### src/common/bpu_pkg.sv
package bpu_pkg;

    parameter int xlen          = 32;
    parameter int hist_w        = 16;
    parameter int tag_w         = 10;
    parameter int partial_tag_w = 6;   // upper tag bits used at lookup
    parameter int btb_tag_w     = 22;

    parameter int default_base_entries   = 512;
    parameter int default_tagged_entries = 256;
    parameter int default_btb_entries    = 256;
    parameter int default_ras_depth      = 32;

    typedef logic [xlen-1:0]      addr_t;
    typedef logic [hist_w-1:0]    hist_t;
    typedef logic [1:0]           ctr_t;
    typedef logic [tag_w-1:0]     tag_t;
    typedef logic [btb_tag_w-1:0] btb_tag_t;
    typedef logic [8:0]           bidx_t;   // base table index
    typedef logic [7:0]           tidx_t;   // tagged table index
    typedef logic [7:0]           btb_idx_t;

    typedef enum logic [1:0] {
        prov_base = 2'b00,
        prov_t0   = 2'b01,
        prov_t1   = 2'b10
    } provider_e;

    localparam ctr_t ctr_weak_nt = 2'b01;

    localparam logic [6:0] op_branch = 7'b1100011;
    localparam logic [6:0] op_jal    = 7'b1101111;
    localparam logic [6:0] op_jalr   = 7'b1100111;

    // t0 folds the short history, t1 the long one
    function automatic tidx_t t0_index(addr_t pc, hist_t h);
        return pc[7:0] ^ h[7:0];
    endfunction

    function automatic tidx_t t1_index(addr_t pc, hist_t h);
        return pc[7:0] ^ h[15:8];
    endfunction

    function automatic tag_t t0_tag(addr_t pc, hist_t h);
        return pc[17:8] ^ h[15:6];
    endfunction

    function automatic tag_t t1_tag(addr_t pc, hist_t h);
        return pc[17:8] ^ {2'b00, h[7:0]};
    endfunction

    function automatic bidx_t base_index(addr_t pc);
        return pc[9:1];
    endfunction

    function automatic btb_idx_t btb_index(addr_t pc);
        return pc[9:2];
    endfunction

    function automatic btb_tag_t btb_tag(addr_t pc);
        return pc[31:10];
    endfunction

    // 2-bit saturating step toward the outcome
    function automatic ctr_t ctr_step(ctr_t c, logic taken);
        if (taken)
            return (c == 2'b11) ? c : c + 2'b01;
        return (c == 2'b00) ? c : c - 2'b01;
    endfunction

endpackage

### src/tage/tage_base_table.sv
module tage_base_table #(
    parameter int entries = bpu_pkg::default_base_entries
) (
    input  logic           clk,
    input  logic           rst,
    input  bpu_pkg::bidx_t lookup_index_i,
    output logic           ctr_msb_o,
    input  logic           upd_valid_i,
    input  bpu_pkg::bidx_t upd_index_i,
    input  logic           upd_taken_i
);

    bpu_pkg::ctr_t ctr_q [entries];

    assign ctr_msb_o = ctr_q[lookup_index_i][1];   // msb is the direction

    always_ff @(posedge clk or posedge rst) begin
        if (rst) begin
            for (int i = 0; i < entries; i++)
                ctr_q[i] <= bpu_pkg::ctr_weak_nt;
        end else if (upd_valid_i) begin
            ctr_q[upd_index_i] <= bpu_pkg::ctr_step(ctr_q[upd_index_i], upd_taken_i);
        end
    end

endmodule

### config.mk
export PLATFORM = sky130hd
export DESIGN_NAME = tage_base_table
export DESIGN_NICKNAME = d
export VERILOG_FILES = /design/src/common/bpu_pkg.sv /design/src/tage/tage_base_table.sv
export SDC_FILE = /design/constraint.sdc
export NUM_CORES = 2
export LEC_CHECK = 0
export BUFFER_PORTS_ARGS = -buffer_cell sky130_fd_sc_hd__buf_4
export CAP_MARGIN = 20
export CORE_ASPECT_RATIO = 0.6
export CORE_MARGIN = 2
export CORE_UTILIZATION = 53
export CTS_BUF_LIST = sky130_fd_sc_hd__clkbuf_2
export CTS_CLUSTER_SIZE = 16
export DETAILED_ROUTE_END_ITERATION = 8
export GPL_ROUTABILITY_DRIVEN = 0
export GPL_TIMING_DRIVEN = 0
export PLACE_DENSITY_LB_ADDON = 0.08
export SYNTH_ARGS = -nofsm -noshare
export SYNTH_HDL_FRONTEND = slang
export SYNTH_SLANG_ARGS = --single-unit
### constraint.sdc
create_clock -name clk -period 57.3 [get_ports clk]
set_input_delay 8.595 -clock clk [delete_from_list [all_inputs] [get_ports clk]]
set_output_delay 8.595 -clock clk [all_outputs]
set_load 0.1 [all_outputs]
### After elaboration in Yosys (flattened, before gate mapping)

Cells that the tools add are included.

* register bits after elaboration: 1024
* output and inout bits: 1

* mux-type cells: 16
* equality and inequality tests: 1
* bitwise operators: 2
* $lt $le $gt $ge: 3
* $add $sub $neg: 2
* reductions and logical operators: 2

Operators by type and width (number)
* $bwmux 1024: 1
* $bmux 2 s9: 2
* $ge 10x10->1 const B: 2
* $mux 2: 10
* $not 9->10: 2
* $demux 2 s9: 1
* $lt 10x1->1 const B: 1
* $add 2x1->2 const B: 1
* $eq 2x2->1 const B: 1
* $logic_not 2->1: 1
* $mux 1: 2
* $sub 2x1->2 const B: 1
* $logic_and 1x1->1: 1

### Logic depth before layout (Yosys ltp)

* word-level depth: 10
* gate-level depth with buffers: 18
* depth with buffers taken out: 9

### Worst setup path before layout

No wires, ideal clock.

* kind: input -> output
* start point: input port lookup_index_i[0]
* end point: output port ctr_msb_o
* setup slack: 36.695 ns
* path buffers: 2
* arrival: 12.010 ns
* cell stages on the path: 9
* cell sequence: clkbuf_1 buf_1 mux4_2 mux4_2 mux4_2 nand3_1 nand2_1 nor3_1 a21oi_1

* word-level cells in the longest chain between the ends: 4

Ends and longest elaborated chain
* start, declared: line tage_base_table.sv:6 `input bpu_pkg::bidx_t lookup_index_i,`
* $not 9->10 (implied by the code): line tage_base_table.sv:15 `assign ctr_msb_o = ctr_q[lookup_index_i][1];`
* $bmux 2 s9: line tage_base_table.sv:15
* $mux 2 (implied by the code) (2 in series): line tage_base_table.sv:15
* end, declared: line tage_base_table.sv:7 `output logic ctr_msb_o,`

Every way passes these cells. The select of a mux whose other input is x is not followed.

### Worst setup path after layout

* start point: input port lookup_index_i[1]
* end point: output port ctr_msb_o

Same word-level chain as after synthesis.

==> results.txt <==
setup TNS: 0 ps
Worst setup endpoint: ctr_msb_o
EDFF count, synth: 0
post-synthesis async set-or-reset flop share: 1.00
Die H: 251 um
clk sinks: 1024
All-Layer GR Usage: 0.495
critical path required time: 48710 ps
synthesis-to-layout area growth: 10.4%
Hold WC Path Type: flip-flop to flip-flop
mux cell area share after synthesis: 0.174
final setup fails: 0
Core ar.: 0.101 mm2
routed vias/inst: 7.21
proportion of layout cells with a drive suffix above 1: 0.280
I/O pin cnt: 23
Register-to-Register Path Depth: 12
Final Hold Viols: 0
synth top area cells: dfstp_2 (25%), dfrtp_1 (24%), o31ai_1 (14%)
highest-count cells in the layout ignoring fill and taps: nand2_1 (1612), o31ai_1 (1024), dfstp_2 (512), dfrtp_1 (512), clkbuf_2 (435)
actual slew at the worst max-slew pin: 1450 ps
Pre-Repair DR Iteration Count: 9
CTS buffer count: 235
Mapped Area: 0.0541 mm2
RSZ-0062 raised after global routing: no
IO Port Bufs: 14
Compound-Gate Fraction of Synth Area: 0.173
# rows: 90
Slew Limit Fails: 0
arrival time at the worst endpoint: 12580 ps
outcome: complete, no violations
Largest register FFs: 1024
Synth Area in XOR/XNOR: 0
area of the die: 0.105 mm2
vias in the first global route: 45300
Final Util: 0.592
min-delay src: ctr_q[564]
adder-cell share of the synthesized area: 0
routed len/inst: 37.2 um
Stages on worst setup path: 11
largest family of logic cells by synthesized area: multiplexers
Slowest cell on crit path: clkbuf_1
Die X: 416 um
largest net degree at the start of global routing: 121
gate count after technology mapping: 5097
Area after DPL: 0.0573 mm2
Hold Buf Count CTS: 0
reg-to-reg setup timing slack: 51990 ps
most common cell after layout, fill and taps aside: nand2_1
Final Cycle Share: 0.370
number of library cell types mapped by synthesis: 52
max-cap viol count: 0
clk buf depth: 3
Synth Flop Type: dfstp_2
vias after detailed routing: 50500
Worst Setup SP: lookup_index_i[1]
CTS tree: yes
DR iter-0 viols: 9027
setup bufs post-CTS: 0
nets: 5453
Synth Net Count: 5119
largest area contributor in the synthesized netlist: dfstp_2
GRT overflow: 0
worst-path cell chain: clkbuf_1 > clkbuf_1 > buf_8 > mux4_2 > mux4_2 > mux4_2 > nand3b_1 > nand2_1 > nor3_1 > a21oi_1 > buf_4
Reg2Reg Launch Point: ctr_q[476]
max incr delay on CP: 790 ps
initial core utilization: 0.536
DRC viols: 0
M3 GR Usage: 0.334
YS warnings: 0
crit-path leading delay family: buffers and inverters
crit end category: output port
DPL Wire Length: 181000 um
Lkg Pwr: 23.3 nW
Clk pin slew, worst setup/hold paths: 90 ps
simple logic cell fraction of the synthesized area: 0.129
grt peak-use layer: met1
largest register by flop count: ctr_q
Peak VDD IR: 0.0226 mV
register area share after synthesis: 0.486
final hold slack: 472 ps
WL final: 261000 um
PostCTS Resize Cnt: 0
Final Skew: 183 ps
fmax: 47.2 MHz
Reg-to-Reg End: ctr_q[216]
most numerous cell on the critical path: mux4_2
clk_lat worst skew: 1930 ps
fin area: 0.0597 mm2
P per Cell Area: 26.0 mW/mm2
largest fanout on the critical path: 10
GR met1 Demand/Resource: 0.642
biggest registers after layout: ctr_q (1024)
initial antenna violation count: 21
post-synth top area share: 0.249
Routed Antenna Nets: 0
Critical Path Start Type: primary input
flops & latches, synth: 1024
Setup CP Type: primary input to output port
global-route wire length before repair: 357000 um
Mapped Avg Cell Area: 10.6 um2
clk root buf: clkbuf_2
met2 Use GR: 0.588
Rel. slew slack: 0.0353
Crit path buffers/inverters: 4
H-tree depth: 4
minimum clock period: 21180 ps
==> layout make-up <==
class	count	area, um2
clock buffers	390	1950
plain buffers	461	2140
diodes	35	87.6
multi-input cells	3608	25700
flip-flops and latches	1024	26300
fillers	8684	41100
well taps	1334	1670
clock inverters	49	246
repair buffers	97	1560
inverters	4	22.5
==> worst reg2reg max path: stages (launching register included) <==
cell and delay, ps:
dfstp_2 560, mux4_2 220, nor2_1 40, a221oi_1 470, a211oi_1 190, a211o_1 330
a211oi_1 840, nor4_1 280, nor2_1 600, buf_6 260, clkbuf_1 770, buf_1 550
o31ai_1 170
==> cells by family (layout without fill, tap and decap cells) <==
logic type             after synthesis  after routing
AND/OR/NAND/NOR                   1784           1784
multiplexers                       565            565
buffers and inverters              465           1001
other                                0             35
flip-flops                        1024           1024
AO/OA/AOI/OAI                     1259           1259
==> metrics by stage <==
step / setup slack (ps) / cells / total power [mW]
CTS: 36030 / 6963 / 1.52
floorplan: 20740 / 5097 / 0.911
global route: 36300 / 6971 / 1.58
global placement: 8300 / 6445 / 1.01
detailed placement: 36040 / 6524 / 1.02
finish: 36120 / 7002 / 1.55
==> metal layers <==
layer	vias up	wire length, um
met5	-	673
met1	24600	94300
met4	33	19300
met2	4817	92600
met3	1125	53700
li1	19800	-
==> cell usage after synthesis, types with 2 or more instances <==
| cell | n |
|---|---|
| o311ai_0 | 2 |
| a21oi_1 | 45 |
| dfstp_2 | 512 |
| nand3_1 | 37 |
| nor3b_1 | 2 |
| o211ai_1 | 3 |
| or3_1 | 2 |
| a2bb2oi_1 | 2 |
| a211o_1 | 3 |
| buf_6 | 4 |
| buf_1 | 70 |
| nand2_1 | 1612 |
| o21ai_0 | 18 |
| nor2_1 | 56 |
| a31oi_1 | 3 |
| mux2i_1 | 242 |
| a2111oi_0 | 3 |
| and3_1 | 2 |
| a221oi_1 | 4 |
| and2_1 | 4 |
| or3b_2 | 3 |
| nor3_1 | 11 |
| nand4_1 | 20 |
| buf_2 | 136 |
| o31ai_1 | 1024 |
| a221o_1 | 2 |
| nor2b_1 | 8 |
| a22o_1 | 4 |
| o22ai_1 | 12 |
| a211oi_4 | 2 |
| nand2b_1 | 7 |
| buf_4 | 37 |
| a211oi_1 | 16 |
| nand3b_1 | 7 |
| mux4_2 | 299 |
| nor4_1 | 9 |
| dfrtp_1 | 512 |
| a22oi_1 | 110 |
| mux2_2 | 24 |
| inv_1 | 3 |
| clkbuf_1 | 214 |
==> where the power goes <==
part,internal [mW],switching (mW),total (mW),leakage [nW]
Clock,0.187,0.331,0.518,1.73
Combinational,0.0640,0.198,0.262,9.14
Sequential,0.756,0.0159,0.772,12.4
==> how the worst min path moves through the flow <==
stage,slack (ps),endpoint,cells past startpoint
6_report,470,ctr_q[564],2
5_1_grt,490,ctr_q[1016],2
4_1_cts,470,ctr_q[586],2
3_5_place_dp,460,ctr_q[168],2
3_3_place_gp,460,ctr_q[124],2
2_1_floorplan,450,ctr_q[490],2
No activity file was read; power rests on OpenSTA's default activity.
