File: src/common/bpu_pkg.sv
package bpu_pkg;

    parameter int xlen          = 32;
    parameter int hist_w        = 16;
    parameter int tag_w         = 10;
    parameter int partial_tag_w = 6;   // upper tag bits used at lookup
    parameter int btb_tag_w     = 22;

    parameter int default_base_entries   = 512;
    parameter int default_tagged_entries = 256;
    parameter int default_btb_entries    = 256;
    parameter int default_ras_depth      = 32;

    typedef logic [xlen-1:0]      addr_t;
    typedef logic [hist_w-1:0]    hist_t;
    typedef logic [1:0]           ctr_t;
    typedef logic [tag_w-1:0]     tag_t;
    typedef logic [btb_tag_w-1:0] btb_tag_t;
    typedef logic [8:0]           bidx_t;   // base table index
    typedef logic [7:0]           tidx_t;   // tagged table index
    typedef logic [7:0]           btb_idx_t;

    typedef enum logic [1:0] {
        prov_base = 2'b00,
        prov_t0   = 2'b01,
        prov_t1   = 2'b10
    } provider_e;

    localparam ctr_t ctr_weak_nt = 2'b01;

    localparam logic [6:0] op_branch = 7'b1100011;
    localparam logic [6:0] op_jal    = 7'b1101111;
    localparam logic [6:0] op_jalr   = 7'b1100111;

    // t0 folds the short history, t1 the long one
    function automatic tidx_t t0_index(addr_t pc, hist_t h);
        return pc[7:0] ^ h[7:0];
    endfunction

    function automatic tidx_t t1_index(addr_t pc, hist_t h);
        return pc[7:0] ^ h[15:8];
    endfunction

    function automatic tag_t t0_tag(addr_t pc, hist_t h);
        return pc[17:8] ^ h[15:6];
    endfunction

    function automatic tag_t t1_tag(addr_t pc, hist_t h);
        return pc[17:8] ^ {2'b00, h[7:0]};
    endfunction

    function automatic bidx_t base_index(addr_t pc);
        return pc[9:1];
    endfunction

    function automatic btb_idx_t btb_index(addr_t pc);
        return pc[9:2];
    endfunction

    function automatic btb_tag_t btb_tag(addr_t pc);
        return pc[31:10];
    endfunction

    // 2-bit saturating step toward the outcome
    function automatic ctr_t ctr_step(ctr_t c, logic taken);
        if (taken)
            return (c == 2'b11) ? c : c + 2'b01;
        return (c == 2'b00) ? c : c - 2'b01;
    endfunction

endpackage

File: src/logic/ras.sv
module ras #(
    parameter int depth = bpu_pkg::default_ras_depth
) (
    input  logic           clk,
    input  logic           rst,
    input  logic           push_i,
    input  bpu_pkg::addr_t push_data_i,
    input  logic           pop_i,
    output bpu_pkg::addr_t top_o,
    output logic           nonempty_o
);

    localparam int ptr_w = $clog2(depth + 1);
    localparam int idx_w = $clog2(depth);

    bpu_pkg::addr_t   stack_q [depth];
    logic [ptr_w-1:0] ptr_q;       // next free slot
    logic [ptr_w-1:0] top_ptr;
    logic [ptr_w-1:0] popped_ptr;  // pointer after an optional pop
    logic             do_push;

    assign nonempty_o = (ptr_q != '0);
    assign top_ptr    = ptr_q - 1'b1;
    assign top_o      = stack_q[top_ptr[idx_w-1:0]];

    // pop first, then push lands on the popped slot
    assign popped_ptr = (pop_i && nonempty_o) ? top_ptr : ptr_q;
    assign do_push    = push_i && (popped_ptr < ptr_w'(depth));   // full stack drops it

    always_ff @(posedge clk or posedge rst) begin
        if (rst)
            ptr_q <= '0;
        else
            ptr_q <= do_push ? popped_ptr + 1'b1 : popped_ptr;
    end

    always_ff @(posedge clk) begin
        if (do_push)
            stack_q[popped_ptr[idx_w-1:0]] <= push_data_i;
    end

    a_ptr_bound: assert property (@(posedge clk) disable iff (rst)
        ptr_q <= ptr_w'(depth));

endmodule

File: config.mk
export PLATFORM = sky130hd
export DESIGN_NAME = ras
export DESIGN_NICKNAME = d
export VERILOG_FILES = /design/src/common/bpu_pkg.sv /design/src/logic/ras.sv
export SDC_FILE = /design/constraint.sdc
export NUM_CORES = 1
export LEC_CHECK = 0
export BUFFER_PORTS_ARGS = -buffer_cell sky130_fd_sc_hd__buf_2
export CAP_MARGIN = 40
export CORE_ASPECT_RATIO = 1.25
export CORE_UTILIZATION = 56
export DETAILED_ROUTE_END_ITERATION = 8
export GPL_TIMING_DRIVEN = 0
export PLACE_DENSITY = 0.86
export SLEW_MARGIN = 20
export SYNTH_ARGS = -nofsm -noshare
export SYNTH_HDL_FRONTEND = slang
export SYNTH_SLANG_ARGS = --single-unit
File: constraint.sdc
create_clock -name clk -period 5.22 [get_ports clk]
set_input_delay 0.522 -clock clk [delete_from_list [all_inputs] [get_ports clk]]
set_output_delay 0.522 -clock clk [all_outputs]
set_load 0.02 [all_outputs]
Yosys cells after proc, flatten, opt, wreduce, memory -nomap -nowiden
Memory sizes are Yosys's and may differ from the RTL's. Index checks and enable logic that the tools add are counted.

Input port bits: 36. Bits in writable memories: 1024. Memories: 1. Flip-flop bits (word level): 6.

$lt $le $gt $ge: 1. $add $sub $neg: 2. Reductions and logical operators: 3. Muxes and demuxes: 4.

Memories: stack_q (words 32, bits a word 32, rd ports 1, clocked after memory_dff 0, write ports 1, line ras.sv:16) `bpu_pkg::addr_t stack_q [depth];`.

Operators with widths (number): $mux 6 (2); $add 6x1->6 const B (1); $lt 6x6->1 const B (1); $reduce_bool 6->1 (1); $sub 6x1->6 const B (1); $logic_and 1x1->1 (2); $mux 1 (2).

Longest topological paths before layout
Depth in word-level cells: 7. Depth in mapped cells: 13.

Least setup slack after synthesis
No wires, ideal clock.

Kind: flip-flop to flip-flop. Start point: register ptr_q[0]. End point: memory stack_q[11][0] in the netlist's numbering (enable). Library setup time: 0.461 ns. Data arrival time: 4.947 ns. Buffers on the path: 3. Required time: 4.759 ns. Slack: -0.188 ns. Period minus slack after synthesis: 5.408 ns. Stages on the path, launching flop included: 12. Cell sequence: dfrtp_1 > buf_2 > buf_4 > buf_2 > inv_1 > ha_1 > nand2b_1 > o41ai_1 > mux2i_1 > ha_1 > nand4b_4 > nor3_1.

Word-level cells in the longest chain between the ends: 7. Elaborated cells between the ends (all ways): 8.

RTL lines: from (decl) (line ras.sv:17) `logic [ptr_w-1:0] ptr_q;`; from (signal assigned) (line ras.sv:34) `ptr_q <= do_push ? popped_ptr + 1'b1 : popped_ptr;`; parallel branches: the longest is 2 deep, another holds $sub 6x1->6; $mux 6 (*) (line ras.sv:27) `assign popped_ptr = (pop_i && nonempty_o) ? top_ptr : ptr_q;`; $lt 6x6->1 (line ras.sv:28) `assign do_push = push_i && (popped_ptr < ptr_w'(depth));`; $logic_and 1x1->1 (line ras.sv:28); $mux 1 (line ras.sv:38) `if (do_push)`; $mux 1 (implied by the code) (line ras.sv:39) `stack_q[popped_ptr[idx_w-1:0]] <= push_data_i;`; to (decl) (line ras.sv:16).

Mark *: on every way between the ends.

Worst setup path in the final report
Start point: register ptr_q[0]. End point: memory stack_q[23][22] in the netlist's numbering (enable).

The elaborated chain is that of the path after synthesis.

==> flow_metrics.env <==
export IMPL_fin_cells=2988
export IMPL_grt_max_degree=33
export IMPL_max_stage_delay_ns=0.72
export IMPL_grt_ovfl_total=0
export IMPL_final_nets=2010
export IMPL_slew_headroom_pct=38.5
export IMPL_use_met3_pct=9.24
export IMPL_grt_pass1_wl_um=167000
export IMPL_globalplace_congestion=0.875
export IMPL_yosysUniqueCellTypes=42
export IMPL_ys_warnings_count=0
export IMPL_total_power_mw=29.5
export IMPL_use_met1_pct=41.3
export IMPL_worst_slack_ns=-0.125
export IMPL_syn_to_final_growth_pct=16.7
export IMPL_clock_skew_ns=0.0299
export IMPL_start_kind="flip-flop"
export IMPL_clk_pin_slew_worst_paths_ns=0.07
export IMPL_drtAntennaViolNets=0
export IMPL_placed_cell_area_um2=42600
export IMPL_end_kind="flip-flop"
export IMPL_clockRootBuffer="clkbuf_16"
export IMPL_grt_total_usage_pct=34.4
export IMPL_crit_family="simple AND/OR/NAND/NOR gates"
export IMPL_outcome="finished, violations left"
export IMPL_viasPerCell=7.48
export IMPL_dieArea_um2=71800
export IMPL_first_pass_iters=6
export IMPL_design_area_um2=46200
export IMPL_report_final_slew_viol_count=0
export IMPL_coreArea_um2=69700
export IMPL_syn_area_per_cell_um2=23.1
export IMPL_holdWs_ns=0.340
export IMPL_cts_htree_levels=3
export IMPL_layout_min_cycle_time_ns=5.34
export IMPL_rows=108
export IMPL_synth_nets=1757
export IMPL_wl_per_cell_um=40.9
export IMPL_critical_path_slowest_cell="nor2_4"
export IMPL_timing_setup_tns_ns=-6.47
export IMPL_syn_inst=1716
export IMPL_hold_path_class="in2reg"
export IMPL_start_util_pct=56.8
export IMPL_antenna_found_initial=8
export IMPL_fmax_ghz=0.187
export IMPL_cap_violations=0
export IMPL_die_h_um=299
export IMPL_routed_wl_um=122000
export IMPL_drive_gt1_share_pct=34.0
export IMPL_ir_drop_mv=0.766
export IMPL_violations="setup timing"
export IMPL_clock_sinks=1030
export IMPL_p_per_area_nw_per_um2=638
export IMPL_p_leak_nw=14.9
export IMPL_final_cell_mix="edfxtp_1, mux4_2, buf_2"
export IMPL_cts_tree="built"
export IMPL_synthFlopType="edfxtp_1"
export IMPL_cp_cell_sequence="buf_2, buf_6, buf_6, inv_1, ha_1, nand2b_2, o41ai_2, mux2i_1, ha_1, nand4b_4, nor2_4, buf_16, buf_16"
export IMPL_finalSetupViolCount=126
export IMPL_multi_input_area_um2=8570
export IMPL_cts_buffer_depth=3
export IMPL_min_period_over_period_pct=102
export IMPL_cp_arrival_ns=5.72
export IMPL_seqCellArea_um2=30900
export IMPL_async_reset_ff_share_pct=0.583
export IMPL_first_iter_violations=4434
export IMPL_synth_seq_cells=1030
export IMPL_path_buf_inv=6
export IMPL_dp_hpwl_um=66600
export IMPL_ys_seq_area_share_pct=78.0
export IMPL_synth_edff_count=1024
export IMPL_required_ns=5.59
export IMPL_crit_fanout=12
export IMPL_final_common_cell="edfxtp_1"
export IMPL_place_inst=2797
export IMPL_drc_errors=0
export IMPL_cts_buffers=96
export IMPL_netlist_area_um2=39600
export IMPL_die_width_um=240
export IMPL_clock_latency_ns=0.68
export IMPL_port_buffers=68
export IMPL_max_slew_worst_pin_slew_ns=0.920
export IMPL_grt_pass1_vias=22193
export IMPL_grt_busiest_layer="met2"
export IMPL_globalRouteMet2Util_pct=54.4
export IMPL_pin_count=69
export IMPL_path_class="reg2reg"
export IMPL_vias=22342
export IMPL_finalHoldViolations=0
export IMPL_n_fill_cell=3980
==> logic make-up after synthesis <==
kind of cell | share of synthesized area [%]
DFF | 78.0
buffers and inverters | 1.14
muxes | 17.2
adders and majority gates | 0.158
AOI/OAI and AO/OA | 1.76
xor gates and xnor gates | 0.133
and+or+nand+nor | 1.60
==> Yosys cell counts, types with 2 or more instances <==
cell	n	area share [%]
mux4_2	256	15
mux2i_1	99	2.5
buf_4	4	0.076
nand2_1	72	0.68
clkbuf_1	41	0.39
xor2_1	2	0.044
buf_2	42	0.53
or3_4	2	0.057
nand4b_1	2	0.044
nand2b_1	4	0.063
or3_1	3	0.047
nand2_2	3	0.047
nor3_1	13	0.16
dfrtp_1	6	0.38
a21oi_1	2	0.025
nand3_1	5	0.063
xnor2_1	4	0.088
buf_1	6	0.057
o21ai_1	2	0.025
inv_1	6	0.057
nor2b_1	3	0.047
a221oi_1	32	0.71
nor2_1	28	0.27
a32o_1	32	0.81
mux2_2	2	0.057
edfxtp_1	1024	78
a31o_2	2	0.044
ha_1	5	0.16
==> metrics by stage <==
stage	utilization, %	worst slack (ns)
2_1_floorplan	-	-0.188
3_3_place_gp	58.9	-3.90
3_5_place_dp	61.1	0.0157
4_1_cts	66.0	0.00128
5_1_grt	66.3	-0.0874
6_report	66.3	-0.125
==> final cells by class <==
| cell class | count | share of cell area [%] |
|---|---|---|
| Clock buffer | 117 | 5.44 |
| Timing Repair Buffer | 155 | 3.84 |
| Sequential cell | 1030 | 66.9 |
| Antenna cell | 4 | 0.0217 |
| Buffer | 94 | 1.14 |
| Clock inverter | 61 | 1.57 |
| Tap cell | 935 | 2.53 |
| Multi-Input combinational cell | 586 | 18.5 |
| Inverter | 6 | 0.0487 |
==> routing by layer <==
metal,share of wire (%),wire (um),vias to the layer above
li1,-,-,7849
met1,30,36700,11163
met2,48,58700,2663
met3,13,16300,661
met4,8.5,10400,6
met5,0.025,30,-
==> power by group <==
group          internal [mW]  total [mW]  leakage [nW]  switching, mW
clock network           4.15        7.37          1.57           3.22
logic                   4.59        12.4          4.03           7.77
registers               9.56        9.74          9.29          0.177
total                   18.3        29.5          14.9           11.2
==> flip-flops by register name, summed over array words and instances (netlist names) <==
register  cells
ptr_q         6
stack_q    1024
==> path summary, 6_finish.rpt <==
kind / start / endpoint / slack (ns) / depth (start not counted)
min: push_data_i[15] / stack_q[12][15] / 0.34 / 1
min reg2reg: ptr_q[5] / ptr_q[5] / 1.01 / 3
max in group asynchronous: rst / ptr_q[0] / 4.47 / 3
max: ptr_q[0] / stack_q[23][22] / -0.12 / 13
max reg2reg: ptr_q[0] / stack_q[23][22] / -0.12 / 13
min in group asynchronous: rst / ptr_q[2] / 0.44 / 3
==> timing repair <==
item,in CTS,in global routing
pin swaps,0,3
resized for setup,69,30
hold buffers,1,0
endpoints found under the hold margin,6,0
endpoints found under the setup margin,165,606
gates cloned,0,0
buffers inserted,0,5
Note: power is estimated with default switching activity, not from simulation.
