[src/common/bpu_pkg.sv]
package bpu_pkg;

    parameter int xlen          = 32;
    parameter int hist_w        = 16;
    parameter int tag_w         = 10;
    parameter int partial_tag_w = 6;   // upper tag bits used at lookup
    parameter int btb_tag_w     = 22;

    parameter int default_base_entries   = 512;
    parameter int default_tagged_entries = 256;
    parameter int default_btb_entries    = 256;
    parameter int default_ras_depth      = 32;

    typedef logic [xlen-1:0]      addr_t;
    typedef logic [hist_w-1:0]    hist_t;
    typedef logic [1:0]           ctr_t;
    typedef logic [tag_w-1:0]     tag_t;
    typedef logic [btb_tag_w-1:0] btb_tag_t;
    typedef logic [8:0]           bidx_t;   // base table index
    typedef logic [7:0]           tidx_t;   // tagged table index
    typedef logic [7:0]           btb_idx_t;

    typedef enum logic [1:0] {
        prov_base = 2'b00,
        prov_t0   = 2'b01,
        prov_t1   = 2'b10
    } provider_e;

    localparam ctr_t ctr_weak_nt = 2'b01;

    localparam logic [6:0] op_branch = 7'b1100011;
    localparam logic [6:0] op_jal    = 7'b1101111;
    localparam logic [6:0] op_jalr   = 7'b1100111;

    // t0 folds the short history, t1 the long one
    function automatic tidx_t t0_index(addr_t pc, hist_t h);
        return pc[7:0] ^ h[7:0];
    endfunction

    function automatic tidx_t t1_index(addr_t pc, hist_t h);
        return pc[7:0] ^ h[15:8];
    endfunction

    function automatic tag_t t0_tag(addr_t pc, hist_t h);
        return pc[17:8] ^ h[15:6];
    endfunction

    function automatic tag_t t1_tag(addr_t pc, hist_t h);
        return pc[17:8] ^ {2'b00, h[7:0]};
    endfunction

    function automatic bidx_t base_index(addr_t pc);
        return pc[9:1];
    endfunction

    function automatic btb_idx_t btb_index(addr_t pc);
        return pc[9:2];
    endfunction

    function automatic btb_tag_t btb_tag(addr_t pc);
        return pc[31:10];
    endfunction

    // 2-bit saturating step toward the outcome
    function automatic ctr_t ctr_step(ctr_t c, logic taken);
        if (taken)
            return (c == 2'b11) ? c : c + 2'b01;
        return (c == 2'b00) ? c : c - 2'b01;
    endfunction

endpackage

[src/common/tage_upd_if.sv]
interface tage_upd_if;

    bpu_pkg::tidx_t upd_index;
    bpu_pkg::tag_t  upd_tag;
    logic           upd_taken;
    logic           train;       // saturating step
    logic           set_strong;  // jump to strong state
    logic           allocate;    // new tag, weak counter
    logic           upd_tag_hit; // full tag compare at upd_index

    modport ctrl (
        output upd_index,
        output upd_tag,
        output upd_taken,
        output train,
        output set_strong,
        output allocate,
        input  upd_tag_hit
    );

    modport tbl (
        input  upd_index,
        input  upd_tag,
        input  upd_taken,
        input  train,
        input  set_strong,
        input  allocate,
        output upd_tag_hit
    );

endinterface

[src/logic/bpu_ctrl.sv]
module bpu_ctrl (
    input  logic                clk,
    input  logic                rst,
    input  bpu_pkg::addr_t      if_pc_i,
    input  bpu_pkg::addr_t      if_inst_i,
    input  logic                ex_branch_valid_i,
    input  logic                ex_branch_taken_i,
    input  logic                ex_pdt_true_i,
    input  bpu_pkg::addr_t      ex_pc_i,
    input  bpu_pkg::hist_t      ex_history_i,
    input  bpu_pkg::provider_e  ex_provider_i,
    input  bpu_pkg::addr_t      ex_target_i,
    input  bpu_pkg::addr_t      ex_inst_i,
    input  logic                id_ras_push_valid_i,
    input  bpu_pkg::addr_t      id_ras_push_data_i,
    input  logic                ex_stall_valid_i,
    output logic                branch_o,
    output bpu_pkg::addr_t      pdt_pc_o,
    output logic                pdt_res_o,
    output bpu_pkg::hist_t      history_o,
    output bpu_pkg::provider_e  provider_o,
    output bpu_pkg::bidx_t      base_lookup_index_o,
    input  logic                base_ctr_msb_i,
    output bpu_pkg::tidx_t      t0_lookup_index_o,
    output bpu_pkg::tag_t       t0_lookup_tag_o,
    input  logic                t0_hit_i,
    input  logic                t0_ctr_msb_i,
    output bpu_pkg::tidx_t      t1_lookup_index_o,
    output bpu_pkg::tag_t       t1_lookup_tag_o,
    input  logic                t1_hit_i,
    input  logic                t1_ctr_msb_i,
    output logic                base_upd_valid_o,
    output bpu_pkg::bidx_t      base_upd_index_o,
    output logic                base_upd_taken_o,
    tage_upd_if.ctrl            t0_upd,
    tage_upd_if.ctrl            t1_upd,
    output bpu_pkg::addr_t      btb_lookup_pc_o,
    input  logic                btb_hit_i,
    input  bpu_pkg::addr_t      btb_target_i,
    output logic                btb_upd_valid_o,
    output bpu_pkg::addr_t      btb_upd_pc_o,
    output bpu_pkg::addr_t      btb_upd_target_o,
    output logic                ras_push_o,
    output bpu_pkg::addr_t      ras_push_data_o,
    output logic                ras_pop_o,
    input  bpu_pkg::addr_t      ras_top_i,
    input  logic                ras_nonempty_i
);

    bpu_pkg::hist_t hist_q;
    bpu_pkg::addr_t b_imm, j_imm, pc_plus4;
    logic           is_branch, is_jal, is_jalr, is_ret, ex_is_ret, dir_taken;
    logic           miss_base;

    // ret is jalr x0, 0(x1) or jalr x0, 0(x5)
    assign is_branch = (if_inst_i[6:0] == bpu_pkg::op_branch);
    assign is_jal    = (if_inst_i[6:0] == bpu_pkg::op_jal);
    assign is_jalr   = (if_inst_i[6:0] == bpu_pkg::op_jalr);
    assign is_ret    = is_jalr && (if_inst_i[11:7] == 5'd0) && (if_inst_i[31:20] == 12'd0) &&
                       (if_inst_i[19:15] == 5'd1 || if_inst_i[19:15] == 5'd5);
    assign ex_is_ret = (ex_inst_i[6:0] == bpu_pkg::op_jalr) && (ex_inst_i[11:7] == 5'd0) &&
                       (ex_inst_i[31:20] == 12'd0) &&
                       (ex_inst_i[19:15] == 5'd1 || ex_inst_i[19:15] == 5'd5);

    assign b_imm    = {{20{if_inst_i[31]}}, if_inst_i[7], if_inst_i[30:25], if_inst_i[11:8], 1'b0};
    assign j_imm    = {{12{if_inst_i[31]}}, if_inst_i[19:12], if_inst_i[20],
                       if_inst_i[30:21], 1'b0};
    assign pc_plus4 = if_pc_i + 32'd4;

    // lookup side
    assign base_lookup_index_o = bpu_pkg::base_index(if_pc_i);
    assign t0_lookup_index_o   = bpu_pkg::t0_index(if_pc_i, hist_q);
    assign t0_lookup_tag_o     = bpu_pkg::t0_tag(if_pc_i, hist_q);
    assign t1_lookup_index_o   = bpu_pkg::t1_index(if_pc_i, hist_q);
    assign t1_lookup_tag_o     = bpu_pkg::t1_tag(if_pc_i, hist_q);
    assign btb_lookup_pc_o     = if_pc_i;

    assign provider_o = t1_hit_i ? bpu_pkg::prov_t1 : t0_hit_i ? bpu_pkg::prov_t0
                                                               : bpu_pkg::prov_base;
    assign dir_taken  = t1_hit_i ? t1_ctr_msb_i : t0_hit_i ? t0_ctr_msb_i : base_ctr_msb_i;

    always_comb begin
        branch_o  = 1'b0;
        pdt_res_o = 1'b0;
        pdt_pc_o  = pc_plus4;
        if (is_branch || is_jal || is_jalr) begin
            branch_o = 1'b1;
            if (is_ret) begin
                pdt_res_o = ras_nonempty_i;     // empty stack falls through
                if (ras_nonempty_i)
                    pdt_pc_o = ras_top_i;
            end else if (is_jal) begin
                pdt_res_o = 1'b1;
                pdt_pc_o  = btb_hit_i ? btb_target_i : if_pc_i + j_imm;
            end else begin
                pdt_res_o = dir_taken;
                if (dir_taken && btb_hit_i)
                    pdt_pc_o = btb_target_i;
                else if (dir_taken && is_branch)
                    pdt_pc_o = if_pc_i + b_imm;
            end
        end
    end

    // base table trains on every resolved branch
    assign base_upd_valid_o = ex_branch_valid_i;
    assign base_upd_index_o = bpu_pkg::base_index(ex_pc_i);
    assign base_upd_taken_o = ex_branch_taken_i;

    assign t0_upd.upd_index = bpu_pkg::t0_index(ex_pc_i, ex_history_i);
    assign t0_upd.upd_tag   = bpu_pkg::t0_tag(ex_pc_i, ex_history_i);
    assign t0_upd.upd_taken = ex_branch_taken_i;
    assign t1_upd.upd_index = bpu_pkg::t1_index(ex_pc_i, ex_history_i);
    assign t1_upd.upd_tag   = bpu_pkg::t1_tag(ex_pc_i, ex_history_i);
    assign t1_upd.upd_taken = ex_branch_taken_i;

    assign miss_base = ex_branch_valid_i && !ex_pdt_true_i && ex_provider_i == bpu_pkg::prov_base;

    assign t0_upd.train      = ex_branch_valid_i && ex_pdt_true_i &&
                               ex_provider_i == bpu_pkg::prov_t0;
    assign t1_upd.train      = ex_branch_valid_i && ex_pdt_true_i &&
                               ex_provider_i == bpu_pkg::prov_t1;
    assign t0_upd.set_strong = ex_branch_valid_i && !ex_pdt_true_i &&
                               ex_provider_i == bpu_pkg::prov_t0;
    assign t1_upd.set_strong = ex_branch_valid_i && !ex_pdt_true_i &&
                               ex_provider_i == bpu_pkg::prov_t1;
    assign t1_upd.allocate   = miss_base && !t1_upd.upd_tag_hit;    // t1 first
    assign t0_upd.allocate   = miss_base && t1_upd.upd_tag_hit && !t0_upd.upd_tag_hit;

    assign btb_upd_valid_o  = ex_branch_valid_i && ex_branch_taken_i;
    assign btb_upd_pc_o     = ex_pc_i;
    assign btb_upd_target_o = ex_target_i;

    assign ras_push_o      = id_ras_push_valid_i && !ex_stall_valid_i;
    assign ras_push_data_o = id_ras_push_data_i;
    assign ras_pop_o       = ex_branch_valid_i && ex_branch_taken_i && ex_is_ret &&
                             !ex_stall_valid_i;

    always_ff @(posedge clk or posedge rst) begin
        if (rst)
            hist_q <= '0;
        else if (ex_branch_valid_i)
            hist_q <= {hist_q[bpu_pkg::hist_w-2:0], ex_branch_taken_i};
    end

    assign history_o = hist_q;

    a_res_needs_branch: assert property (@(posedge clk) disable iff (rst)
        pdt_res_o |-> branch_o);

endmodule

[src/flat_wrapper.sv]
// flat-port wrapper written by rule: the top's interface ports become plain ports
module bpu_ctrl_flat 
  (clk, rst, if_pc_i, if_inst_i, ex_branch_valid_i, ex_branch_taken_i, ex_pdt_true_i, ex_pc_i, ex_history_i, ex_provider_i, ex_target_i, ex_inst_i, id_ras_push_valid_i, id_ras_push_data_i, ex_stall_valid_i, branch_o, pdt_pc_o, pdt_res_o, history_o, provider_o, base_lookup_index_o, base_ctr_msb_i, t0_lookup_index_o, t0_lookup_tag_o, t0_hit_i, t0_ctr_msb_i, t1_lookup_index_o, t1_lookup_tag_o, t1_hit_i, t1_ctr_msb_i, base_upd_valid_o, base_upd_index_o, base_upd_taken_o, btb_lookup_pc_o, btb_hit_i, btb_target_i, btb_upd_valid_o, btb_upd_pc_o, btb_upd_target_o, ras_push_o, ras_push_data_o, ras_pop_o, ras_top_i, ras_nonempty_i, t0_upd_upd_index, t0_upd_upd_tag, t0_upd_upd_taken, t0_upd_train, t0_upd_set_strong, t0_upd_allocate, t0_upd_upd_tag_hit, t1_upd_upd_index, t1_upd_upd_tag, t1_upd_upd_taken, t1_upd_train, t1_upd_set_strong, t1_upd_allocate, t1_upd_upd_tag_hit);
  tage_upd_if t0_upd_i ();
  tage_upd_if t1_upd_i ();
  input  logic clk;
  input  logic rst;
  input  bpu_pkg::addr_t if_pc_i;
  input  bpu_pkg::addr_t if_inst_i;
  input  logic ex_branch_valid_i;
  input  logic ex_branch_taken_i;
  input  logic ex_pdt_true_i;
  input  bpu_pkg::addr_t ex_pc_i;
  input  bpu_pkg::hist_t ex_history_i;
  input  bpu_pkg::provider_e ex_provider_i;
  input  bpu_pkg::addr_t ex_target_i;
  input  bpu_pkg::addr_t ex_inst_i;
  input  logic id_ras_push_valid_i;
  input  bpu_pkg::addr_t id_ras_push_data_i;
  input  logic ex_stall_valid_i;
  output logic branch_o;
  output bpu_pkg::addr_t pdt_pc_o;
  output logic pdt_res_o;
  output bpu_pkg::hist_t history_o;
  output bpu_pkg::provider_e provider_o;
  output bpu_pkg::bidx_t base_lookup_index_o;
  input  logic base_ctr_msb_i;
  output bpu_pkg::tidx_t t0_lookup_index_o;
  output bpu_pkg::tag_t t0_lookup_tag_o;
  input  logic t0_hit_i;
  input  logic t0_ctr_msb_i;
  output bpu_pkg::tidx_t t1_lookup_index_o;
  output bpu_pkg::tag_t t1_lookup_tag_o;
  input  logic t1_hit_i;
  input  logic t1_ctr_msb_i;
  output logic base_upd_valid_o;
  output bpu_pkg::bidx_t base_upd_index_o;
  output logic base_upd_taken_o;
  output bpu_pkg::addr_t btb_lookup_pc_o;
  input  logic btb_hit_i;
  input  bpu_pkg::addr_t btb_target_i;
  output logic btb_upd_valid_o;
  output bpu_pkg::addr_t btb_upd_pc_o;
  output bpu_pkg::addr_t btb_upd_target_o;
  output logic ras_push_o;
  output bpu_pkg::addr_t ras_push_data_o;
  output logic ras_pop_o;
  input  bpu_pkg::addr_t ras_top_i;
  input  logic ras_nonempty_i;
  output wire logic [$bits(t0_upd_i.upd_index)-1:0] t0_upd_upd_index;
  output wire logic [$bits(t0_upd_i.upd_tag)-1:0] t0_upd_upd_tag;
  output wire logic [$bits(t0_upd_i.upd_taken)-1:0] t0_upd_upd_taken;
  output wire logic [$bits(t0_upd_i.train)-1:0] t0_upd_train;
  output wire logic [$bits(t0_upd_i.set_strong)-1:0] t0_upd_set_strong;
  output wire logic [$bits(t0_upd_i.allocate)-1:0] t0_upd_allocate;
  input wire logic [$bits(t0_upd_i.upd_tag_hit)-1:0] t0_upd_upd_tag_hit;
  output wire logic [$bits(t1_upd_i.upd_index)-1:0] t1_upd_upd_index;
  output wire logic [$bits(t1_upd_i.upd_tag)-1:0] t1_upd_upd_tag;
  output wire logic [$bits(t1_upd_i.upd_taken)-1:0] t1_upd_upd_taken;
  output wire logic [$bits(t1_upd_i.train)-1:0] t1_upd_train;
  output wire logic [$bits(t1_upd_i.set_strong)-1:0] t1_upd_set_strong;
  output wire logic [$bits(t1_upd_i.allocate)-1:0] t1_upd_allocate;
  input wire logic [$bits(t1_upd_i.upd_tag_hit)-1:0] t1_upd_upd_tag_hit;
  assign t0_upd_upd_index = t0_upd_i.upd_index;
  assign t0_upd_upd_tag = t0_upd_i.upd_tag;
  assign t0_upd_upd_taken = t0_upd_i.upd_taken;
  assign t0_upd_train = t0_upd_i.train;
  assign t0_upd_set_strong = t0_upd_i.set_strong;
  assign t0_upd_allocate = t0_upd_i.allocate;
  assign t0_upd_i.upd_tag_hit = t0_upd_upd_tag_hit;
  assign t1_upd_upd_index = t1_upd_i.upd_index;
  assign t1_upd_upd_tag = t1_upd_i.upd_tag;
  assign t1_upd_upd_taken = t1_upd_i.upd_taken;
  assign t1_upd_train = t1_upd_i.train;
  assign t1_upd_set_strong = t1_upd_i.set_strong;
  assign t1_upd_allocate = t1_upd_i.allocate;
  assign t1_upd_i.upd_tag_hit = t1_upd_upd_tag_hit;
  bpu_ctrl u_core (.clk(clk), .rst(rst), .if_pc_i(if_pc_i), .if_inst_i(if_inst_i), .ex_branch_valid_i(ex_branch_valid_i), .ex_branch_taken_i(ex_branch_taken_i), .ex_pdt_true_i(ex_pdt_true_i), .ex_pc_i(ex_pc_i), .ex_history_i(ex_history_i), .ex_provider_i(ex_provider_i), .ex_target_i(ex_target_i), .ex_inst_i(ex_inst_i), .id_ras_push_valid_i(id_ras_push_valid_i), .id_ras_push_data_i(id_ras_push_data_i), .ex_stall_valid_i(ex_stall_valid_i), .branch_o(branch_o), .pdt_pc_o(pdt_pc_o), .pdt_res_o(pdt_res_o), .history_o(history_o), .provider_o(provider_o), .base_lookup_index_o(base_lookup_index_o), .base_ctr_msb_i(base_ctr_msb_i), .t0_lookup_index_o(t0_lookup_index_o), .t0_lookup_tag_o(t0_lookup_tag_o), .t0_hit_i(t0_hit_i), .t0_ctr_msb_i(t0_ctr_msb_i), .t1_lookup_index_o(t1_lookup_index_o), .t1_lookup_tag_o(t1_lookup_tag_o), .t1_hit_i(t1_hit_i), .t1_ctr_msb_i(t1_ctr_msb_i), .base_upd_valid_o(base_upd_valid_o), .base_upd_index_o(base_upd_index_o), .base_upd_taken_o(base_upd_taken_o), .t0_upd(t0_upd_i), .t1_upd(t1_upd_i), .btb_lookup_pc_o(btb_lookup_pc_o), .btb_hit_i(btb_hit_i), .btb_target_i(btb_target_i), .btb_upd_valid_o(btb_upd_valid_o), .btb_upd_pc_o(btb_upd_pc_o), .btb_upd_target_o(btb_upd_target_o), .ras_push_o(ras_push_o), .ras_push_data_o(ras_push_data_o), .ras_pop_o(ras_pop_o), .ras_top_i(ras_top_i), .ras_nonempty_i(ras_nonempty_i));
endmodule
[config.mk]
export PLATFORM = sky130hd
export DESIGN_NAME = bpu_ctrl_flat
export DESIGN_NICKNAME = d
export VERILOG_FILES = /design/src/common/bpu_pkg.sv /design/src/common/tage_upd_if.sv /design/src/logic/bpu_ctrl.sv /design/src/flat_wrapper.sv
export SDC_FILE = /design/constraint.sdc
export NUM_CORES = 1
export LEC_CHECK = 0
export BUFFER_PORTS_ARGS = -buffer_cell sky130_fd_sc_hd__buf_2
export CAP_MARGIN = 20
export CORE_AREA = 2 2 223 225
export DETAILED_ROUTE_END_ITERATION = 12
export DIE_AREA = 0 0 225 227
export GPL_ROUTABILITY_DRIVEN = 0
export SKIP_CTS_REPAIR_TIMING = 1
export SYNTH_ARGS = -nofsm -noshare
export SYNTH_HDL_FRONTEND = slang
export SYNTH_SLANG_ARGS = --single-unit
[constraint.sdc]
create_clock -name clk -period 7.8 [get_ports clk]
set_input_delay 0.78 -clock clk [delete_from_list [all_inputs] [get_ports clk]]
set_output_delay 0.78 -clock clk [all_outputs]
set_load 0.02 [all_outputs]
After elaboration in Yosys (flattened, before gate mapping)
Cells that the tools add are included.
{ "op_classes": {"n_addsub": 3, "eq_ne": 10, "mux": 15, "bitwise": 8, "reduce_logical": 35} }
{ "ops": {"columns": ["op", "n"], "rows": [
  ["$mux W32", 7],
  ["$add A32 B32 Y32", 2],
  ["$add A32 B3 Y32 const B", 1],
  ["$xor A8 B8 Y8", 4],
  ["$eq A7 B7 Y1 const B", 4],
  ["$logic_not A12 Y1", 2],
  ["$logic_and A1 B1 Y1", 22],
  ["$xor A10 B10 Y10", 2],
  ["$xor A10 B8 Y10", 2],
  ["$eq A5 B1 Y1 const B", 2],
  ["$eq A5 B3 Y1 const B", 2],
  ["$logic_not A5 Y1", 2],
  ["$mux W1", 7],
  ["$logic_not A1 Y1", 4],
  ["$logic_or A1 B1 Y1", 4],
  ["$eq A2 B1 Y1 const B", 1],
  ["$eq A2 B2 Y1 const B", 1],
  ["$logic_not A2 Y1", 1],
  ["$mux W2", 1]
]} }
{ "word_totals": {"register_bits": 16, "input_bits": 290} }

Depth between registers and ports, before layout
Gate-level depths: netlist of the first run.
{ "logic_depth": {"word_depth": 8, "depth_mapped": 13, "depth_no_buf": 13} }

Worst setup path after synthesis of the first run
OpenSTA, ideal clock, no wires.
{ "synth_path": {"kind": "input -> output", "from": "input if_pc_i[2]", "to": "output pdt_pc_o[29]", "t_arrival_ns": 3.324, "t_required_ns": 7.020, "slack_ns": 3.696, "stages": 13, "path_buffers": 1, "cell_sequence": "buf_2 inv_1 fa_1 nand2b_1 a21oi_2 o21ai_1 o21a_4 o41ai_4 a21oi_1 xor2_1 mux2i_1 o21ai_0 o21ai_1"} }
{ "synth_between": {"elab_chain_len": 6} }
{ "synth_lines": {"columns": ["element", "line_no", "source"], "rows": [
  ["start: declaration", "flat_wrapper.sv:8", "input bpu_pkg::addr_t if_pc_i;"],
  ["$add A32 B3 Y32 or $add A32 B32 Y32 (tied branches)", "bpu_ctrl.sv:68, bpu_ctrl.sv:100", null],
  ["$mux W32", "bpu_ctrl.sv:99", "else if (dir_taken && is_branch)"],
  ["$mux W32", "bpu_ctrl.sv:97", "if (dir_taken && btb_hit_i)"],
  ["$mux W32", "bpu_ctrl.sv:92", "end else if (is_jal) begin"],
  ["$mux W32", "bpu_ctrl.sv:88", "if (is_ret) begin"],
  ["$mux W32 (*)", "bpu_ctrl.sv:86", "if (is_branch || is_jal || is_jalr) begin"],
  ["end: declaration", "flat_wrapper.sv:22", "output bpu_pkg::addr_t pdt_pc_o;"]
]} }
Mark *: on every way between the ends. The rest lies on a longest branch, timed or not.

Worst setup path in the final report of the first run
{ "layout_path": {"from": "input if_pc_i[1]", "to": "output pdt_pc_o[31]"} }
Same word-level chain as after synthesis.

==> qor.yml, run 1 <==
status:
  status: "finished clean"
floorplanning:
  die_area_mm2: 0.0511
  io_pins: 573
  rows: 81
  die_h_um: 227
  core-area_mm2: 0.0485
  start_util: 0.157
  die_width_um: 225
sta:
  finalHoldViolCount: 0
  period_needed_ns: 5.06
  clock.fmax_mhz: 198
  setup-tns-final_ns: 0
  grt_setup_unrepaired: "false"
  finClkSkew_ns: 0.00220
  finalCritPeriodShare: 0.649
  slew_violations: 0
  tightest_slew_ns: 1.29
  slew_headroom: 0.131
  setup_violations: 0
cts:
  cts-root-buf: "clkbuf_16"
  clk_latency_ns: 0.25
  clockBufferDepth: 2
  cts_buffers: 3
  clk_pin_slew_ns: 0.05
  cts_tree: "built"
  cts_sinks: 16
  htree_levels: 1
logic_synthesis:
  netlist-cell-type-count: 88
  ys_async_sr_fraction: 1.00
  syn_inst: 1061
  ys_warn_count: 0
  syn_area_mm2: 0.00760
  synth.avg_cell_area_um2: 7.16
  synth-edff-count: 0
  ys_seq_area_frac: 0.0527
  synth-seq-cells: 16
  syn_nets: 1397
  ys.flop_type: "dfrtp_1"
grt:
  grt-ovfl-total: 0
  gr-usage-all-layers: 0.174
  grt_pass1_wl_mm: 63.0
  grt_max_degree: 27
  grt_pass1_vias: 8863
  antenna_found_initial: 23
routing:
  vias: 9309
  wl_per_cell_um: 24.9
  wirelength_mm: 47.3
  drtAntennaViolNets: 0
  first_pass_iters: 6
  drc: 0
  drt_iter0_markers: 877
  vias_per_cell: 4.89
run:
  cap_viol_max_count: 0
critical_path:
  cp-start-kind: "input pin"
  rr_startpoint: "u_core.history_o[11]$_DFFE_PP0P_"
  crit_fanout: 9
  r2r_slack_ns: 6.86
  cp_slowest_cell: "o21ai_1"
  crit_type: "input pin to primary output"
  ff2ff_path_depth: 1
  rr_endpoint: "u_core.history_o[11]$_DFFE_PP0P_"
  arrival_ns: 4.28
  slowest_delay_ns: 0.44
  critPathRequiredTime_ns: 7.02
  crit_chain: "buf_2, ha_1, inv_1, fa_1, nand2b_1, a21oi_1, o2111ai_1, a21oi_1, nor2_1, o21ai_1, a21boi_2, o21ai_1, xor2_1, a22o_1, buf_2"
  endpoint_kind: "primary output"
finish:
  drive_above_1_share: 0.380
  syn2layout_area_growth_pct: 20.8
  final_cells: 1902
  post-route-util: 0.189
  largest_reg_flops: 16
  nets: 1612
pwr:
  peakVddDrop_mv: 0.162
  power_mw: 1.23
  p_per_area_mw_per_mm2: 134
  p_leak_nw: 4.16
placed_design:
  dp.cells: 1893
  io_buffers: 412
  dp_hpwl_mm: 39.4
worst_hold_path:
  hp-class: "input pin to async pin"
## how the worst max path moves through the flow
stage,start,end,slack [ns],depth (start not counted)
global placement,if_inst_i[16],pdt_pc_o[19],2.81,10
global route,if_inst_i[4],pdt_pc_o[17],2.55,11
detailed placement,if_inst_i[4],pdt_pc_o[17],2.80,11
floorplan,if_pc_i[2],pdt_pc_o[29],3.70,13
CTS,if_inst_i[4],pdt_pc_o[17],2.79,11
finish,if_pc_i[1],pdt_pc_o[31],2.74,15
## layer usage
| metal | vias to the layer above | global-route usage | part of all wire | routed length [um] |
|---|---|---|---|---|
| met5 | - | 0 | 0.0040 | 187 |
| met4 | 30 | 0.0645 | 0.042 | 1970 |
| met3 | 150 | 0.0417 | 0.086 | 4050 |
| met2 | 611 | 0.338 | 0.52 | 24400 |
| met1 | 4400 | 0.180 | 0.35 | 16700 |
| li1 | 4118 | - | - | - |
## critical path: cells and delay by family
family / cells / cell delay [ns]
AOI/OAI and AO/OA: 7 / 1.95
adders and majority gates: 2 / 0.65
buffers and inverters: 3 / 0.52
and+or+nand+nor: 2 / 0.27
xor gates and xnor gates: 1 / 0.09
## stage by stage
stage	hold WS [ns]	worst slack [ns]	instance area, um^2
after detailed placement	0.595	2.80	9090
after global placement	0.579	2.81	9090
final	0.609	2.74	9180
after global routing	0.650	2.55	9170
after CTS	0.616	2.79	9160
after floorplan	0.694	3.70	7600
## cells in the mapped netlist, drive strengths merged (11+ instances only)
cell type	instances	share of area
dfrtp	16	0.053
a31oi	12	0.011
nand2b	12	0.0099
xnor2	37	0.044
nor2	74	0.038
and3	13	0.011
a21oi	92	0.065
a211oi	21	0.023
mux2	19	0.028
buf	181	0.17
o21ai	72	0.048
ha	44	0.072
a21o	14	0.014
inv	18	0.0089
nand4	16	0.013
nand2	82	0.042
nor4	11	0.012
o22ai	15	0.013
xor2	103	0.12
clkbuf	29	0.014
nand3	35	0.025
nor3	16	0.012
o211ai	24	0.025
## kinds of logic after synthesis
family | after synthesis | share of synthesized area
buf+inv | 228 | 0.197
simple gates | 296 | 0.199
xor+xnor | 140 | 0.162
compound gates | 308 | 0.273
fa+ha+maj | 46 | 0.0777
mux | 27 | 0.0387
flops | 16 | 0.0527
## cell usage in the layout, fill, tap and decap left out, types with 22 or more instances in the layout
master / instances
a21oi_1: 85
buf_2: 412
ha_1: 44
nand2_1: 80
nand3_1: 32
nor2_1: 71
o211ai_1: 22
o21ai_0: 61
xnor2_1: 36
xor2_1: 103
## power by group
part           switching, mW  leakage, nW  internal (mW)
logic                  0.616         3.93          0.334
clock network         0.0334       0.0370         0.0674
registers             0.0660        0.191          0.115
total                  0.715         4.16          0.516
## cell type report
class,count,area [um^2]
fillers,5512,39400
multi-input cells,817,5720
repair buffers,420,2120
well taps,622,778
flip-flops and latches,16,400
clock buffers,3,75.1
inverters,18,67.6
diodes,6,15.0
No activity file was read; power rests on OpenSTA's default activity.
==> inputs of run 2 (changes only) <==
Clock period 7.8 ns to 4.5 ns, I/O delays scaled along.
==> run 2 against run 1 <==
Power rose by 75%. Via count rose by 0.20%. Wire length rose by 0.87%. Core utilization rose by 0.55 points. Sequential power rose by 71%. First-iteration DRC count fell by 3.3%. Critical path depth did not move. Clock-buffer cell count did not move. Sequential share of layout area fell by 0.12 points. Cell area rose by 2.9%. Clock skew rose by 0.00096 ns. Largest cell class unchanged. Largest power group unchanged.
==> qor.yml, run 2 (synthesis gave the netlist of run 1 again) <==
grt:
  grt-ovfl-total: 0
  grt_pass1_vias: 9023
  grt_pass1_wl_mm: 64.3
  antenna_found_initial: 24
  gr-usage-all-layers: 0.177
  grt_max_degree: 24
cts:
  htree_levels: 1
  cts_buffers: 3
  clk_latency_ns: 0.25
  cts_tree: "built"
  cts_sinks: 16
  clockBufferDepth: 2
  cts-root-buf: "clkbuf_16"
  clk_pin_slew_ns: 0.05
placed_design:
  dp_hpwl_mm: 40.9
  io_buffers: 412
  dp.cells: 1929
sta:
  finalHoldViolCount: 0
  tightest_slew_ns: 0.671
  period_needed_ns: 3.99
  setup-tns-final_ns: 0
  setup_violations: 0
  clock.fmax_mhz: 251
  finalCritPeriodShare: 0.886
  slew_violations: 0
  slew_headroom: 0.552
  grt_setup_unrepaired: "false"
  finClkSkew_ns: 0.00316
pwr:
  p_leak_nw: 4.33
  peakVddDrop_mv: 0.283
  p_per_area_mw_per_mm2: 228
run:
  cap_viol_max_count: 0
finish:
  fillers: 5508
  layout_commonest_cell: "buf_2"
  syn2layout_area_growth_pct: 24.3
  layout_common_cells: "buf_2 (412), xor2_1 (103), a21oi_1 (85)"
  final_cells: 1936
  drive_above_1_share: 0.396
  post-route-util: 0.195
  largest_reg_flops: 16
  nets: 1648
routing:
  first_pass_iters: 6
  drc: 0
  drt_iter0_markers: 848
  vias_per_cell: 4.82
  wl_per_cell_um: 24.6
  vias: 9328
  drtAntennaViolNets: 0
  wirelength_mm: 47.7
critical_path:
  arrival_ns: 3.54
  worstSetupStartpoint: "if_pc_i[1]"
  crit_type: "input pin to primary output"
  endpoint_kind: "primary output"
  rr_startpoint: "u_core.history_o[11]$_DFFE_PP0P_"
  crit_fanout: 4
  critPathRequiredTime_ns: 4.05
  cp-start-kind: "input pin"
floorplanning:
  die_area_mm2: 0.0511
  start_util: 0.157
  core-area_mm2: 0.0485
  io_pins: 573
  die_width_um: 225
  rows: 81
  die_h_um: 227
worst_hold_path:
  hp-class: "input pin to async pin"
status:
  status: "finished clean"
## run 2: cell types whose count changed in the layout (fill, tap and decap cells not counted)
| cell | change |
|---|---|
| nor3_4 | -1 |
| buf_4 | +35 |
| nor2_1 | +1 |
| buf_12 | +1 |
| nor2_2 | -1 |
| and2_1 | -1 |
| nor3_2 | +1 |
| diode_2 | -2 |
| and2_0 | +1 |
## run 2: final cells by class
type / instances / area [um^2] / share of cell area
Antenna cell: 4 / 10.0 / 0.00106
Tap cell: 622 / 778 / 0.0824
Sequential cell: 16 / 400 / 0.0424
Timing Repair Buffer: 456 / 2400 / 0.255
Multi-Input combinational cell: 817 / 5710 / 0.605
Clock buffer: 3 / 75.1 / 0.00795
Inverter: 18 / 67.6 / 0.00715
## run 2: path summary, 6_finish.rpt
path / to / slack [ns] / cells past startpoint
min in group clk: u_core.history_o[0]$_DFFE_PP0P_ / 0.51 / 2
worst max-delay path: pdt_pc_o[29] / 0.51 / 15
worst min-delay path: u_core.history_o[0]$_DFFE_PP0P_ / 0.29 / 2
worst min register to register: u_core.history_o[15]$_DFFE_PP0P_ / 0.62 / 1
max in group asynchronous: u_core.history_o[12]$_DFFE_PP0P_ / 3.78 / 2
worst max register to register: u_core.history_o[12]$_DFFE_PP0P_ / 3.57 / 1
## run 2: per-layer routing
layer	routed length (um)	GRT usage	vias to the layer above
met2	24000	0.334	588
met1	17400	0.188	4371
li1	-	-	4189
met5	157	0	-
met3	3680	0.0360	152
met4	2460	0.0831	28
## run 2: per-stage QoR
step                cell area (um^2)  setup WS, ns  power, mW  hold WS, ns
floorplan                       7600          1.06       1.43        0.364
global placement                9360         0.513       1.97        0.564
detailed placement              9360         0.494       1.98        0.585
CTS                             9440         0.479       2.17        0.303
global route                    9440         0.333       2.28        0.328
finish                          9450         0.511       2.16        0.287
## run 2: worst max-delay path, stage by stage
cell and delay, ns:
buf_2 0.15, ha_1 0.22, inv_1 0.07, fa_1 0.40
nand2b_1 0.20, a21oi_2 0.19, o21ai_1 0.17, o21a_4 0.27
o41ai_4 0.39, a21oi_1 0.14, xor2_1 0.17, mux2i_1 0.13
o21ai_0 0.09, o21ai_1 0.27, buf_2 0.22
## run 2: where the power goes
group,total [mW],internal (mW),switching [mW]
sequential,0.310,0.199,0.111
clock,0.177,0.117,0.0596
combinational,1.67,0.595,1.07
==> inputs of run 3 (changes only) <==
--- a/config.mk
+++ b/config.mk
@@ -11,5 +11,4 @@
 export DETAILED_ROUTE_END_ITERATION = 12
 export DIE_AREA = 0 0 225 227
-export GPL_ROUTABILITY_DRIVEN = 0
 export SKIP_CTS_REPAIR_TIMING = 1
 export SYNTH_ARGS = -nofsm -noshare
==> constraint.sdc (replaced) <==
create_clock -name clk -period 4.52 [get_ports clk]
set_input_delay 0.678 -clock clk [delete_from_list [all_inputs] [get_ports clk]]
set_output_delay 0.678 -clock clk [all_outputs]
set_load 0.02 [all_outputs]
==> run 3 against run 2 <==
Clock-buffer cell count is the same. Clock skew fell by 0.0023 ns. Power is 3.1% higher. Sequential power barely moved. Critical path type unchanged. Highest routed layer unchanged.
==> qor.yml, run 3 (synthesis gave the netlist of run 1 again) <==
routing:
  drtAntennaViolNets: 0
  vias: 9426
  drc: 0
  wl_per_cell_um: 24.6
  drt_iter0_markers: 628
  wirelength_mm: 49.1
  first_pass_iters: 5
  vias_per_cell: 4.72
cts:
  clockBufferDepth: 2
  cts-root-buf: "clkbuf_16"
  cts_buffers: 3
  htree_levels: 1
  cts_sinks: 16
  clk_pin_slew_ns: 0.05
  clk_latency_ns: 0.25
  cts_tree: "built"
placed_design:
  io_buffers: 412
  placed_cell_area_mm2: 0.00983
  place_congestion: 0.921
  dp_hpwl_mm: 42.8
sta:
  finalCritPeriodShare: 0.961
  period_needed_ns: 4.34
  finClkSkew_ns: 0.000892
  finalHoldViolCount: 0
  clock.fmax_mhz: 230
  grt_setup_unrepaired: "true"
  setup_violations: 0
  slew_headroom: 0.509
  slew_violations: 0
  tightest_slew_ns: 0.730
floorplanning:
  rows: 81
  io_pins: 573
  die_width_um: 225
  start_util: 0.157
  die_h_um: 227
  die_area_mm2: 0.0511
  core-area_mm2: 0.0485
grt:
  grt_pass1_wl_mm: 65.8
  grt_pass1_vias: 9164
  grt-ovfl-total: 0
  antenna_found_initial: 15
  gr-usage-all-layers: 0.182
  grt_max_degree: 24
critical_path:
  endpoint_kind: "primary output"
  r2r_slack_ns: 3.59
  rr_startpoint: "u_core.history_o[8]$_DFFE_PP0P_"
  arrival_ns: 3.67
  crit_type: "input pin to primary output"
  cp-start-kind: "input pin"
  crit_fanout: 5
  critPathRequiredTime_ns: 3.84
  ff2ff_path_depth: 1
  rr_endpoint: "u_core.history_o[9]$_DFFE_PP0P_"
finish:
  largest_reg_flops: 16
  fillers: 5580
  fin_area_mm2: 0.00998
  layout_common_cells: "buf_2 (410), xor2_1 (103), buf_4 (102)"
  drive_above_1_share: 0.431
  layout_commonest_cell: "buf_2"
  nets: 1708
  syn2layout_area_growth_pct: 31.3
status:
  status: "finished clean"
run:
  cap_viol_max_count: 0
worst_hold_path:
  hp-class: "input pin to async pin"
pwr:
  power_mw: 2.22
  p_per_area_mw_per_mm2: 223
  peakVddDrop_mv: 0.313
  p_leak_nw: 4.65
[run 3: area by class of cell]
class | instances | area (um^2) | area share
clock buffers | 3 | 75.1 | 0.00752
diodes | 3 | 7.51 | 0.000752
multi-input cells | 817 | 5770 | 0.578
flip-flops and latches | 16 | 400 | 0.0401
well taps | 622 | 778 | 0.0780
repair buffers | 516 | 2890 | 0.289
inverters | 18 | 67.6 | 0.00677
[run 3: through the flow]
stage	TNS, ns	setup WS [ns]	instances	hold WS (ns)	utilization
2_1_floorplan	0	0.620	1061	0.592	-
3_3_place_gp	-0.0353	-0.0353	1988	0.581	0.203
3_5_place_dp	-0.0357	-0.0357	1988	0.592	0.203
4_1_cts	-0.0597	-0.0597	1991	0.535	0.204
5_1_grt	-0.0339	-0.0339	1993	0.575	0.205
6_report	0	0.175	1995	0.508	0.206
[run 3: per-layer routing]
metal  track usage  vias up  wire, um
li1              -     4286         -
met1         0.201     4501     18500
met2         0.354      507     25500
met3        0.0247      112      3080
met4        0.0641       20      1840
met5             0        -       130
[run 3: report_power, final]
part           leakage, nW  switching (mW)  internal [mW]
Combinational         4.43            1.10          0.637
Clock               0.0370          0.0596          0.117
Sequential           0.191           0.113          0.198
[run 3: worst max-delay path, stage by stage]
cell and delay, ns:
buf_2 0.16, ha_2 0.22, inv_1 0.06, fa_1 0.40
nand2b_4 0.17, a21oi_2 0.22, o21ai_2 0.11, o21a_4 0.24
o41ai_4 0.38, a21oi_2 0.12, xor2_1 0.17, mux2i_1 0.14
o21ai_1 0.09, o21ai_2 0.20, buf_4 0.14, buf_2 0.15
[run 3: how the worst max path moves through the flow]
stage	start	to	slack (ns)
global placement	if_pc_i[1]	pdt_pc_o[29]	-0.04
floorplan	if_pc_i[2]	pdt_pc_o[29]	0.62
detailed placement	if_pc_i[1]	pdt_pc_o[29]	-0.04
CTS	if_pc_i[1]	pdt_pc_o[29]	-0.06
global route	if_pc_i[2]	pdt_pc_o[24]	-0.03
finish	if_pc_i[1]	pdt_pc_o[29]	0.18
